File: src/rtl/nes_dma_settings.svh
`ifndef NES_DMA_SETTINGS_SVH
`define NES_DMA_SETTINGS_SVH

// Master clock ratio
// One CPU cycle spans this many master clocks (NTSC 2A03)
`define CPU_DIV 12

// CPU bus widths
`define ADDR_W 16 // 64K CPU address space
`define DATA_W 8  // Byte wide data bus

// Register map seen by the DMA controller
// Writing a page number here starts sprite DMA
`define OAM_DMA_REG 16'h4014

// PPU sprite data port, target of every sprite DMA write
`define OAM_DATA_REG 16'h2004

`endif

File: src/rtl/nes_dma_pkg.sv
`include "nes_dma_settings.svh"

package nes_dma_pkg;

	// CPU side bus types
	typedef logic [`ADDR_W-1:0] nes_addr_t; // Full CPU address
	typedef logic [`DATA_W-1:0] nes_data_t; // One data byte

	// Sprite engine FSM
	typedef enum logic [1:0] {
		SPR_IDLE, // Nothing to do
		SPR_WAIT, // Triggered, waiting for a free get cycle
		SPR_RUN   // Alternating reads and writes
	} spr_state_t;

	// DMC engine FSM
	typedef enum logic {
		DMC_IDLE, // No fetch pending
		DMC_WAIT  // Fetch accepted, read on the next get cycle
	} dmc_state_t;

	// Current bus master
	typedef enum logic [1:0] {
		OWN_CPU,    // Default when no DMA grant
		OWN_SPRITE, // Sprite engine read or write
		OWN_DMC     // DMC sample fetch
	} bus_owner_t;

endpackage

File: src/rtl/dma_bus_if.sv
`timescale 1ns/1ps

// Request and grant link between one DMA engine and the arbiter
interface dma_bus_if
	import nes_dma_pkg::*;
();

	logic      req;   // Engine wants the bus this CPU cycle
	nes_addr_t addr;  // Target address
	logic      write; // 1 for write, 0 for read
	nes_data_t wdata; // Byte to write
	logic      grant; // Arbiter hands over the bus

	// Engine drives the request fields and holds them until served
	modport engine (
		output req,
		output addr,
		output write,
		output wdata,
		input  grant
	);

	// Arbiter looks at requests and answers with grant
	modport arbiter (
		input  req,
		input  addr,
		input  write,
		input  wdata,
		output grant
	);

endinterface

File: src/rtl/cpu_clock_divider.sv
`timescale 1ns/1ps
`include "nes_dma_settings.svh"

// Master clock divider for the CPU enable and the get/put phase
module cpu_clock_divider (
	input  logic clk,
	input  logic reset,
	output logic cpu_ce,    // One clk pulse per CPU cycle
	output logic put_phase, // 1 on put (odd) cycles, 0 on get (even) cycles
	output logic get_ce,    // CPU enable in a get cycle
	output logic put_ce     // CPU enable in a put cycle
);

	logic [4:0] div_cnt;  // Master clocks into the current CPU cycle
	logic       div_last; // Last master clock of the CPU cycle

	assign div_last = (div_cnt == 5'(`CPU_DIV - 1));

	always_ff @(posedge clk) begin
		if (reset) begin
			div_cnt   <= '0;
			cpu_ce    <= 1'b0;
			put_phase <= 1'b1; // First CPU cycle after reset is a put
		end else begin
			div_cnt <= div_last ? 5'd0 : div_cnt + 5'd1;
			cpu_ce  <= div_last; // Registered, so the first pulse lands 12 clocks out

			// Phase flips at the end of every CPU cycle
			if (cpu_ce)
				put_phase <= ~put_phase;
		end
	end

	// Phased enables
	assign get_ce = cpu_ce & ~put_phase;
	assign put_ce = cpu_ce & put_phase;

endmodule

File: src/rtl/sprite_dma.sv
`timescale 1ns/1ps
`include "nes_dma_settings.svh"

// Sprite page DMA
// Copies 256 bytes from page xx00-xxFF to the PPU sprite data port
module sprite_dma
	import nes_dma_pkg::*;
(
	input  logic          clk,
	input  logic          reset,
	input  logic          get_ce,
	input  logic          put_ce,
	input  nes_addr_t     cpu_addr,
	input  logic          cpu_write,
	input  nes_data_t     cpu_wdata,
	input  nes_data_t     mem_rdata,
	dma_bus_if.engine     bus,
	output logic          busy      // Asks the arbiter to hold the CPU
);

	spr_state_t state;
	nes_data_t  page;      // Source page, high address byte
	nes_data_t  idx;       // Byte within the page
	nes_data_t  byte_q;    // Byte read, waiting for its write
	logic       have_byte; // Next access is the write half of the pair
	logic       trig;      // CPU writes the sprite page register
	logic       rd_done;   // Granted read on a get cycle
	logic       wr_done;   // Granted write on a put cycle
	logic       lost_get;  // DMC took the get cycle we needed

	// Decode the page register write
	assign trig = (get_ce | put_ce) & cpu_write & (cpu_addr == `OAM_DMA_REG);

	// Request fields, stable for the whole CPU cycle
	assign bus.req   = (state == SPR_RUN);
	assign bus.write = have_byte;
	assign bus.addr  = have_byte ? nes_addr_t'(`OAM_DATA_REG) : {page, idx};
	assign bus.wdata = byte_q;

	assign rd_done  = bus.req & bus.grant & ~have_byte & get_ce;
	assign wr_done  = bus.req & bus.grant & have_byte & put_ce;
	assign lost_get = bus.req & ~bus.grant & ~have_byte & get_ce;

	assign busy = (state != SPR_IDLE);

	always_ff @(posedge clk) begin
		if (reset) begin
			state     <= SPR_IDLE;
			idx       <= '0;
			have_byte <= 1'b0;
		end else begin
			case (state)
				SPR_IDLE: begin
					if (trig) begin
						state     <= SPR_WAIT;
						idx       <= '0; // Always start at xx00
						have_byte <= 1'b0;
					end
				end
				SPR_WAIT: begin
					// Halt point, CPU must be in a read cycle
					if (get_ce && !cpu_write)
						state <= SPR_RUN;
				end
				SPR_RUN: begin
					if (rd_done)
						have_byte <= 1'b1;
					else if (lost_get)
						state <= SPR_WAIT; // Same index is read again later
					if (wr_done) begin
						have_byte <= 1'b0;
						idx       <= idx + 8'd1;
						if (idx == 8'hFF)
							state <= SPR_IDLE; // Whole page copied
					end
				end
				default: state <= SPR_IDLE;
			endcase
		end
	end

	// Page and byte latches
	always_ff @(posedge clk) begin
		if (state == SPR_IDLE && trig)
			page <= cpu_wdata; // Value written selects the source page
		if (rd_done)
			byte_q <= mem_rdata;
	end

endmodule

File: src/rtl/dmc_dma.sv
`timescale 1ns/1ps

// DMC sample fetch, one byte per request
module dmc_dma
	import nes_dma_pkg::*;
(
	input  logic      clk,
	input  logic      reset,
	input  logic      get_ce,
	input  logic      put_ce,
	input  logic      cpu_write,
	input  logic      dmc_req,   // Audio unit wants a sample byte
	input  nes_addr_t dmc_addr,  // Sample address, valid with dmc_req
	input  nes_data_t mem_rdata,
	dma_bus_if.engine bus,
	output logic      dmc_ack,   // One clk, in the read cycle
	output nes_data_t dmc_data,
	output logic      waiting    // Fetch accepted, not yet served
);

	dmc_state_t state;
	nes_data_t  byte_q; // Last fetched sample byte

	assign waiting = (state == DMC_WAIT);

	// Read only request
	assign bus.req   = waiting;
	assign bus.addr  = dmc_addr;
	assign bus.write = 1'b0;
	assign bus.wdata = '0;

	assign dmc_ack = waiting & bus.grant & get_ce;

	// Live byte during the ack, held byte afterwards
	assign dmc_data = dmc_ack ? mem_rdata : byte_q;

	always_ff @(posedge clk) begin
		if (reset)
			state <= DMC_IDLE;
		else if (state == DMC_IDLE && dmc_req && put_ce && !cpu_write)
			state <= DMC_WAIT; // Accepted on a put, CPU halted in a read
		else if (dmc_ack)
			state <= DMC_IDLE;
	end

	always_ff @(posedge clk) begin
		if (dmc_ack)
			byte_q <= mem_rdata;
	end

endmodule

File: src/rtl/bus_arbiter.sv
`timescale 1ns/1ps

// Shares the CPU side memory bus among DMC, sprite DMA and the CPU
module bus_arbiter
	import nes_dma_pkg::*;
(
	input  logic       put_phase,
	dma_bus_if.arbiter spr,
	dma_bus_if.arbiter dmc,
	input  logic       spr_busy,    // Sprite engine triggered or running
	input  logic       dmc_req,     // Raw DMC request
	input  logic       dmc_waiting, // DMC fetch accepted
	input  nes_addr_t  cpu_addr,
	input  logic       cpu_write,
	input  nes_data_t  cpu_wdata,
	output nes_addr_t  mem_addr,
	output logic       mem_read,
	output logic       mem_write,
	output nes_data_t  mem_wdata,
	output bus_owner_t owner,
	output logic       pause_cpu
);

	logic dmc_phase_ok; // DMC access fits the current phase
	logic spr_phase_ok; // Sprite access fits the current phase

	// Reads on get cycles, writes on put cycles
	assign dmc_phase_ok = dmc.write ? put_phase : ~put_phase;
	assign spr_phase_ok = spr.write ? put_phase : ~put_phase;

	// Fixed priority, DMC over sprite
	assign dmc.grant = dmc.req & dmc_phase_ok;
	assign spr.grant = spr.req & spr_phase_ok & ~dmc.grant;

	always_comb begin
		if (dmc.grant)
			owner = OWN_DMC;
		else if (spr.grant)
			owner = OWN_SPRITE;
		else
			owner = OWN_CPU;
	end

	// Bus mux
	always_comb begin
		case (owner)
			OWN_DMC: begin
				mem_addr  = dmc.addr;
				mem_write = dmc.write;
				mem_wdata = dmc.wdata;
			end
			OWN_SPRITE: begin
				mem_addr  = spr.addr;
				mem_write = spr.write;
				mem_wdata = spr.wdata;
			end
			default: begin
				mem_addr  = cpu_addr; // CPU passes straight through
				mem_write = cpu_write;
				mem_wdata = cpu_wdata;
			end
		endcase
		mem_read = ~mem_write; // Bus is always either reading or writing
	end

	// Hold the CPU while any DMA is pending or active
	assign pause_cpu = spr_busy | dmc_req | dmc_waiting;

endmodule

File: src/rtl/nes_dma_top.sv
`timescale 1ns/1ps

// 2A03 DMA controller with its shared CPU side bus
module nes_dma_top
	import nes_dma_pkg::*;
(
	input  logic       clk,
	input  logic       reset,
	input  nes_addr_t  cpu_addr,
	input  logic       cpu_write,
	input  nes_data_t  cpu_wdata,
	input  logic       dmc_req,
	input  nes_addr_t  dmc_addr,
	input  nes_data_t  mem_rdata, // Combinational memory response
	output nes_addr_t  mem_addr,
	output logic       mem_read,
	output logic       mem_write,
	output nes_data_t  mem_wdata,
	output bus_owner_t owner,
	output logic       pause_cpu,
	output logic       dmc_ack,
	output nes_data_t  dmc_data,
	output logic       cpu_ce
);

	logic put_phase;   // Current CPU cycle is a put
	logic get_ce;      // CPU enable, get cycle
	logic put_ce;      // CPU enable, put cycle
	logic spr_busy;    // Sprite engine holds the CPU
	logic dmc_waiting; // DMC fetch pending

	dma_bus_if spr_bus ();
	dma_bus_if dmc_bus ();

	cpu_clock_divider u_cpu_clock_divider (
		.clk       (clk),
		.reset     (reset),
		.cpu_ce    (cpu_ce),
		.put_phase (put_phase),
		.get_ce    (get_ce),
		.put_ce    (put_ce)
	);

	sprite_dma u_sprite_dma (
		.clk       (clk),
		.reset     (reset),
		.get_ce    (get_ce),
		.put_ce    (put_ce),
		.cpu_addr  (cpu_addr),
		.cpu_write (cpu_write),
		.cpu_wdata (cpu_wdata),
		.mem_rdata (mem_rdata),
		.bus       (spr_bus.engine),
		.busy      (spr_busy)
	);

	dmc_dma u_dmc_dma (
		.clk       (clk),
		.reset     (reset),
		.get_ce    (get_ce),
		.put_ce    (put_ce),
		.cpu_write (cpu_write),
		.dmc_req   (dmc_req),
		.dmc_addr  (dmc_addr),
		.mem_rdata (mem_rdata),
		.bus       (dmc_bus.engine),
		.dmc_ack   (dmc_ack),
		.dmc_data  (dmc_data),
		.waiting   (dmc_waiting)
	);

	bus_arbiter u_bus_arbiter (
		.put_phase   (put_phase),
		.spr         (spr_bus.arbiter),
		.dmc         (dmc_bus.arbiter),
		.spr_busy    (spr_busy),
		.dmc_req     (dmc_req),
		.dmc_waiting (dmc_waiting),
		.cpu_addr    (cpu_addr),
		.cpu_write   (cpu_write),
		.cpu_wdata   (cpu_wdata),
		.mem_addr    (mem_addr),
		.mem_read    (mem_read),
		.mem_write   (mem_write),
		.mem_wdata   (mem_wdata),
		.owner       (owner),
		.pause_cpu   (pause_cpu)
	);

endmodule

File: config.mk
export PLATFORM = sky130hd
export DESIGN_NAME = nes_dma_top
export DESIGN_NICKNAME = d
export VERILOG_FILES = /design/src/rtl/nes_dma_pkg.sv /design/src/rtl/dma_bus_if.sv /design/src/rtl/cpu_clock_divider.sv /design/src/rtl/sprite_dma.sv /design/src/rtl/dmc_dma.sv /design/src/rtl/bus_arbiter.sv /design/src/rtl/nes_dma_top.sv
export VERILOG_INCLUDE_DIRS = /design/src /design/src/rtl
export SDC_FILE = /design/constraint.sdc
export NUM_CORES = 1
export LEC_CHECK = 0
export ABC_AREA = 1
export BUFFER_PORTS_ARGS = -buffer_cell sky130_fd_sc_hd__buf_4
export CORE_MARGIN = 2
export CORE_UTILIZATION = 48
export DETAILED_ROUTE_END_ITERATION = 8
export PLACE_DENSITY = 0.77
export SYNTH_ARGS = -nofsm -noshare
export SYNTH_HDL_FRONTEND = slang
export SYNTH_SLANG_ARGS = --single-unit
export TNS_END_PERCENT = 5
File: constraint.sdc
create_clock -name clk -period 2.1 [get_ports clk]
set_clock_uncertainty 0.05 [all_clocks]
set_input_delay 0.42 -clock clk [delete_from_list [all_inputs] [get_ports clk]]
set_output_delay 0.42 -clock clk [all_outputs]
set_load 0.03 [all_outputs]
==> results of run 1 <==
-- per-layer routing --
layer | track usage | share of wire | vias up
li1 | - | - | 1164
met1 | 0.303 | 0.41 | 1011
met2 | 0.414 | 0.50 | 87
met3 | 0.0486 | 0.077 | 7
met4 | 0.0617 | 0.012 | 0
met5 | 0 | 0 | -
-- repair_timing --
item,in CTS,in global routing
pin swaps,0,1
resized for setup,11,13
buffers inserted,1,4
endpoints found under the setup margin,24,25
cloned,0,1
-- cells in the mapped netlist (6+ instances only) --
cell type and number:
nand2_1 95, inv_1 30, dfxtp_1 27, nor2_1 26
nand3_1 24, edfxtp_1 16, a21oi_1 10, o211ai_1 10
a22o_1 8, inv_2 6, o21ai_0 6
-- cells by family after synthesis --
group	after synthesis	synth area share
buffers and inverters	44	0.0838
adders and majority gates	2	0.0111
and+or+nand+nor	165	0.325
AOI/OAI and AO/OA	36	0.107
DFF	43	0.453
xor gates and xnor gates	5	0.0194
-- registers in the layout (all words and copies together) (netlist names) --
| register | cells |
|---|---|
| u_sprite_dma.bus.write | 1 |
| u_sprite_dma.state | 2 |
| u_cpu_clock_divider.div_cnt | 5 |
| u_sprite_dma.bus.wdata | 8 |
| u_cpu_clock_divider.cpu_ce | 1 |
| u_dmc_dma.bus.req | 1 |
| u_sprite_dma.page | 8 |
| u_cpu_clock_divider.put_phase | 1 |
| u_sprite_dma.idx | 8 |
| u_dmc_dma.byte_q | 8 |
-- stage by stage --
stage,cell area (µm²),TNS [ns],utilization
5_1_grt,3180,-0.653,0.716
3_3_place_gp,2980,0,0.671
3_5_place_dp,2980,0,0.671
2_1_floorplan,2250,-0.00545,-
6_report,3180,0,0.716
4_1_cts,3120,-0.0175,0.702
-- cell type report --
cell class	count	share of cell area
clock buffers	6	0.0228
clock inverters	2	0.0114
inverters	37	0.0479
multi-input cells	208	0.333
flip-flops and latches	43	0.324
well taps	52	0.0204
repair buffers	100	0.238
repair inverters	1	0.00275
-- critical path, delay by kind of cell, from the launching register on --
family	cells	cell delay (ns)
buffers and inverters	3	0.32
AND/OR/NAND/NOR	3	0.34
flip-flops	1	0.34
AO/OA/AOI/OAI	2	0.32
-- final timing paths --
check / to / slack (ns)
hold reg to reg: u_dmc_dma.byte_q[4] / 0.40
setup / recovery: mem_wdata[7] / 0.008
setup reg to reg: u_sprite_dma.bus.wdata[5] / 0.39
hold / removal: u_sprite_dma.bus.wdata[6] / 0.26
-- report_power, final --
part           switching, mW  internal, mW
sequential           0.00401         0.864
combinational          0.118         0.118
clock                  0.276         0.356
==> impl_metrics.yaml, run 1 <==
routing:
  routed_wirelength_um: 6210
  drc_errors: 0
  wl_per_cell_um: 13.8
  drtIter0Drc: 148
  vias: 2269
  vias_per_cell: 5.05
  ant_nets: 0
  dr.pass1.iters: 4
place:
  gp_congestion: 0.823
  place_ws_ns: 0.157
  dpl.cell_count: 435
  portBuffers: 90
  hpwl_um: 4730
setup_path:
  cp-end-kind: "output pin"
  start_kind: "flip-flop"
  cp_data_arrival_time_ns: 1.62
  worstPathMaxFanout: 10
  crit_top_cell: "nand2_4"
  slowest_stage: "dfxtp_2"
  cp.required_ns: 1.63
  r2r_cells: 9
  setup.worst_path.start: "u_sprite_dma.state[0]"
  worstPathCellList: "inv_2 > nand2_4 > a21oi_2 > nand2_1 > nand2_4 > inv_6 > a22o_1 > buf_4"
  criticalPathCategory: "flip-flop to output pin"
  slowest_delay_ns: 0.34
  r2r-start: "u_sprite_dma.state[0]"
floorplan:
  boundaryPins: 91
  die_x_um: 72.5
  rows: 24
  die_area_mm2: 0.00526
  start_util: 0.507
  design.core.area_mm2: 0.00444
  dieHeight_um: 72.5
global_routing:
  grt-ovfl-total: 0
  grt_max_degree: 21
  grt_usage: 0.238
  grt_pass1_wl_um: 9830
  grt_pass1_vias: 2139
  antenna_found_initial: 0
sta:
  relSlewSlack: 0.779
  rsz0062_at_grt: "true"
  fin_crit_ns: 2.09
  max_freq_mhz: 478
  hold_violations: 0
  worst_slack_ns: 0.00849
  tightestPinTransition_ns: 0.331
  finalCritPeriodShare: 0.996
  setup_viol: 0
  drv_slew: 0
  holdWs_ns: 0.257
pwr:
  power_density_mw_per_mm2: 545
  p_leak_nw: 1.49
  totalPowerFinal_mw: 1.74
  ir_worst_vdd_uv: 408
yosys:
  yosysSeqAreaShare: 0.453
  synthArstFlopShare: 0
  synth_edf_count: 16
  synth_top_cell_by_area: "dfxtp_1"
  netlist_area_mm2: 0.00225
  postSynthAreaPerCell_um2: 7.64
  yosysUniqueCellTypes: 32
  netlist_top_cells_area: "dfxtp_1, edfxtp_1, nand2_1"
  synthFlopType: "dfxtp_1"
  syn_inst: 295
  syn_nets: 349
  synth_top_area_share: 0.240
  ys_warn_count: 0
  ys_ff_latch: 43
clock_tree:
  htree_levels: 2
  cts.clk_slew.worst_paths_ns: 0.08
  clk_latency_ns: 0.29
  cts_tree: "done"
  cts_hold_buffers: 0
  numCtsBuffers: 5
  cts_buffer_depth: 2
  cts-root-buf: "clkbuf_8"
  cts.sinks: 43
min_path:
  hp-class: "primary input to flip-flop"
  hold_start: "mem_rdata[6]"
  hold_depth: 1
final_layout:
  multi_input_area_mm2: 0.00106
  regArea_mm2: 0.00103
  layout_common_cells: "buf_4, nand2_1, inv_1"
  diodes: 0
  fillers: 366
  syn_to_final_growth_pct: 41.3
  final_cells: 449
  drive_gt1_frac: 0.340
  mostFrequentLayoutCell: "buf_4"
  nNetsFinal: 450
status:
  status: "complete, no violations"
flow_run:
  max_cap_violations: 0
No activity file was read; power rests on OpenSTA's default activity.
==> inputs of run 2 (changes only) <==
Settings changed: BUFFER_PORTS_ARGS -buffer_cell sky130_fd_sc_hd__buf_4 to -buffer_cell sky130_fd_sc_hd__buf_2, CORE_UTILIZATION 48 to 30, PLACE_DENSITY 0.77 to 0.52.
==> impl_metrics.yaml, run 2 (synthesis results as in run 1) <==
routing:
  vias: 2227
  dr.pass1.iters: 4
  drtIter0Drc: 167
  routed_wirelength_um: 6480
  vias_per_cell: 4.48
  drc_errors: 0
  wl_per_cell_um: 13.0
  ant_nets: 0
sta:
  finalSetupTns_ns: -0.0245
  fin_crit_ns: 2.11
  max_freq_mhz: 473
  hold_violations: 0
  tightestPinTransition_ns: 0.338
  setup_viol: 2
  holdWs_ns: 0.263
  relSlewSlack: 0.775
  drv_slew: 0
  worst_slack_ns: -0.0150
  rsz0062_at_grt: "true"
  finalCritPeriodShare: 1.01
floorplan:
  start_util: 0.311
  boundaryPins: 91
  die_x_um: 90.7
  design.core.area_mm2: 0.00725
  rows: 31
  dieHeight_um: 90.7
  die_area_mm2: 0.00822
global_routing:
  antenna_found_initial: 0
  grt_pass1_vias: 2113
  grt_usage: 0.153
  grt_pass1_wl_um: 10100
  grt_max_degree: 21
  grt-ovfl-total: 0
clock_tree:
  cts_hold_buffers: 0
  numCtsBuffers: 5
  cts.clk_slew.worst_paths_ns: 0.08
  cts_tree: "done"
  cts-root-buf: "clkbuf_8"
  clk_latency_ns: 0.29
  htree_levels: 2
  cts_buffer_depth: 2
  cts.sinks: 43
place:
  gp_congestion: 0.826
  place_area_mm2: 0.00282
  hpwl_um: 5000
  dpl.cell_count: 483
  portBuffers: 90
  place_ws_ns: 0.105
final_layout:
  drive_gt1_frac: 0.354
  nNetsFinal: 451
  final_util: 0.428
  finalInstanceArea_mm2: 0.00310
  diodes: 0
  layout_common_cells: "nand2_1, buf_2, inv_1"
  syn_to_final_growth_pct: 37.7
  final_cells: 497
  fillers: 760
  mostFrequentLayoutCell: "nand2_1"
pwr:
  p_comb_frac: 0.130
  power_density_mw_per_mm2: 525
  p_sw_mw: 0.411
  totalPowerFinal_mw: 1.63
  ir_worst_vdd_uv: 289
  internal_power_mw: 1.22
  seq_power_share: 0.534
  p_leak_nw: 1.42
  power_frac_clock: 0.336
  power.share.switching: 0.252
setup_path:
  cp-end-kind: "output pin"
  start_kind: "flip-flop"
  cp_data_arrival_time_ns: 1.64
  r2r_cells: 8
  cp.required_ns: 1.63
  criticalPathCategory: "flip-flop to output pin"
  worstPathMaxFanout: 6
status:
  status: "complete, but fails checks"
  violations: "negative setup slack"
min_path:
  hold_depth: 1
  hp-class: "primary input to flip-flop"
flow_run:
  max_cap_violations: 0
## run 2: changes by cell type in the layout (fill, tap and decap cells not counted), sizes merged
cell,previous run,this run
clkinv,1,2
buf,100,102
clkinvlp,0,1
inv,38,36
bufinv,1,0
## run 2: cell type report
type | instances | area (µm²) | area share
clock buffers | 6 | 82.6 | 0.0266
clock inverters | 2 | 11.3 | 0.00363
inverters | 37 | 154 | 0.0496
multi-input cells | 208 | 1100 | 0.355
flip-flops and latches | 43 | 1030 | 0.332
well taps | 99 | 124 | 0.0399
repair buffers | 102 | 601 | 0.194
## run 2: worst max-delay path: stages, from the launching register on
cell and delay (ns):
dfxtp_2 0.37, inv_2 0.09, nand2_1 0.09, nand3_2 0.10, inv_2 0.06, buf_4 0.13
buf_4 0.13, a22o_1 0.21, buf_2 0.17
## run 2: timing repair
item	in CTS	in global routing
pin swaps	2	4
setup endpoints to repair	24	26
resized for setup	22	32
gates cloned	0	0
hold endpoints to repair	0	0
buffers inserted	3	3
## run 2: path summary, 6_finish.rpt
kind,startpoint,slack [ns],end
setup / recovery,u_sprite_dma.bus.write,-0.01,mem_wdata[7]
hold / removal,cpu_wdata[2],0.26,u_sprite_dma.page[2]
setup reg to reg,u_sprite_dma.bus.write,0.42,u_sprite_dma.bus.wdata[3]
hold reg to reg,u_dmc_dma.byte_q[2],0.39,u_dmc_dma.byte_q[2]
## run 2: power by group through the flow
stage | clock network (mW) | logic [mW] | registers (mW)
after floorplan | 0 | 0.103 | 0.890
after global placement | 0 | 0.197 | 0.890
after detailed placement | 0 | 0.196 | 0.890
after CTS | 0.569 | 0.203 | 0.871
after global routing | 0.594 | 0.229 | 0.870
final | 0.547 | 0.212 | 0.870
## run 2: routing by layer
metal  track usage  part of all wire  vias to the layer above
met5             0                 0                        -
met4        0.0423            0.0085                        0
met3        0.0334             0.056                        4
met2         0.261              0.48                       64
met1         0.193              0.45                      994
li1              -                 -                     1165
==> inputs of run 3 (changes only) <==
Settings changed: CORE_MARGIN 2 to 5.
==> impl_metrics.yaml, run 3 (synthesis results as in run 1) <==
floorplan:
  dieHeight_um: 96.7
  design.core.area_mm2: 0.00729
  die_area_mm2: 0.00935
  start_util: 0.309
  rows: 31
  die_x_um: 96.7
  boundaryPins: 91
clock_tree:
  cts_hold_buffers: 0
  cts_tree: "done"
  cts-root-buf: "clkbuf_8"
  cts.sinks: 43
  clk_latency_ns: 0.29
  numCtsBuffers: 5
  cts_buffer_depth: 2
  cts.clk_slew.worst_paths_ns: 0.08
  htree_levels: 2
place:
  place_area_mm2: 0.00282
  gp_congestion: 0.796
  hpwl_um: 5240
  portBuffers: 90
pwr:
  internal_power_mw: 1.19
  power_frac_clock: 0.319
  seq_power_share: 0.547
  p_comb_frac: 0.134
  ir_worst_vdd_uv: 246
  p_leak_nw: 1.43
  totalPowerFinal_mw: 1.59
  p_sw_mw: 0.401
  power_density_mw_per_mm2: 514
  power.share.switching: 0.252
setup_path:
  slowest_delay_ns: 0.38
  criticalPathCategory: "flip-flop to output pin"
  slowest_stage: "dfxtp_4"
  r2r_cells: 7
  cp.required_ns: 1.63
  worstPathMaxFanout: 8
  cp-end-kind: "output pin"
  worstPathCellList: "inv_4 > a21oi_2 > nand3_2 > inv_4 > nand2_8 > inv_8 > nand2_1 > o211ai_1 > buf_4"
  cp_data_arrival_time_ns: 1.62
  crit_top_cell: "inv_4"
  start_kind: "flip-flop"
global_routing:
  met3_usage: 0.0367
  grt-ovfl-total: 0
  global_route.usage.met1: 0.175
  grt_pass1_vias: 2111
  antenna_found_initial: 0
  use_met2: 0.219
  grt_max_degree: 21
  busiest_layer: "met2"
  grt_usage: 0.136
  grt_pass1_wl_um: 10600
routing:
  drtIter0Drc: 111
  drc_errors: 0
  routed_wirelength_um: 6690
  wl_per_cell_um: 13.5
  ant_nets: 0
  dr.pass1.iters: 4
  vias_per_cell: 4.53
  vias: 2250
final_layout:
  diodes: 0
  layout_common_cells: "nand2_1, buf_2, inv_1"
  finalInstanceArea_mm2: 0.00309
  drive_gt1_frac: 0.347
  syn_to_final_growth_pct: 37.0
  mostFrequentLayoutCell: "nand2_1"
  nNetsFinal: 451
sta:
  setup_viol: 0
  tightestPinTransition_ns: 0.352
  fin_crit_ns: 2.09
  max_freq_mhz: 477
  finalSetupTns_ns: 0
  drv_slew: 0
  relSlewSlack: 0.765
  rsz0062_at_grt: "true"
  hold_violations: 0
  finalCritPeriodShare: 0.997
min_path:
  hold_depth: 1
  hp-class: "primary input to flip-flop"
status:
  status: "complete, no violations"
flow_run:
  max_cap_violations: 0
-- run 3: stage by stage --
step           std cells  setup WS (ns)  hold slack (ns)  utilization
2_1_floorplan        295      -0.000682            0.368            -
3_3_place_gp         483          0.123            0.370        0.387
3_5_place_dp         483          0.128            0.375        0.387
4_1_cts              493        0.00411            0.258        0.409
5_1_grt              497        -0.0965            0.255        0.423
6_report             497        0.00558            0.269        0.423
-- run 3: worst paths after layout --
check	startpoint	end	slack (ns)
setup / recovery	u_cpu_clock_divider.put_phase	mem_addr[10]	0.006
hold / removal	mem_rdata[2]	u_sprite_dma.bus.wdata[2]	0.27
setup reg to reg	u_cpu_clock_divider.put_phase	u_sprite_dma.bus.wdata[6]	0.56
hold reg to reg	u_dmc_dma.byte_q[5]	u_dmc_dma.byte_q[5]	0.39
-- run 3: area by class of cell --
| cell class | instances | area, µm² |
|---|---|---|
| Clock inverter | 2 | 12.5 |
| Timing Repair Buffer | 102 | 612 |
| Multi-Input combinational cell | 208 | 1070 |
| Fill cell | 767 | 4200 |
| Clock buffer | 6 | 72.6 |
| Inverter | 37 | 164 |
| Tap cell | 99 | 124 |
| Sequential cell | 43 | 1030 |
-- run 3: worst max-delay path: cells and delay by family, from the launching register on --
kind                   cells  cell delay (ns)
and+or+nand+nor            3             0.26
AOI/OAI and AO/OA          2             0.24
buffers and inverters      4             0.44
DFF                        1             0.38
-- run 3: power by group through the flow --
stage | registers, mW | logic, mW | clock network [mW]
floorplan | 0.890 | 0.103 | 0
global placement | 0.890 | 0.199 | 0
detailed placement | 0.891 | 0.197 | 0
CTS | 0.870 | 0.204 | 0.530
global route | 0.869 | 0.230 | 0.565
finish | 0.868 | 0.214 | 0.507
-- run 3: timing repair --
item	4_1_cts	5_1_grt
setup endpoints to repair	24	32
gates resized for setup	24	39
setup buffers	2	4
pin swaps	1	4
-- run 3: metal layers --
layer,wire length [µm],share of wire,up-vias
met4,127,0.019,0
li1,-,-,1166
met5,0,0,-
met3,440,0.066,7
met1,3030,0.45,991
met2,3090,0.46,86
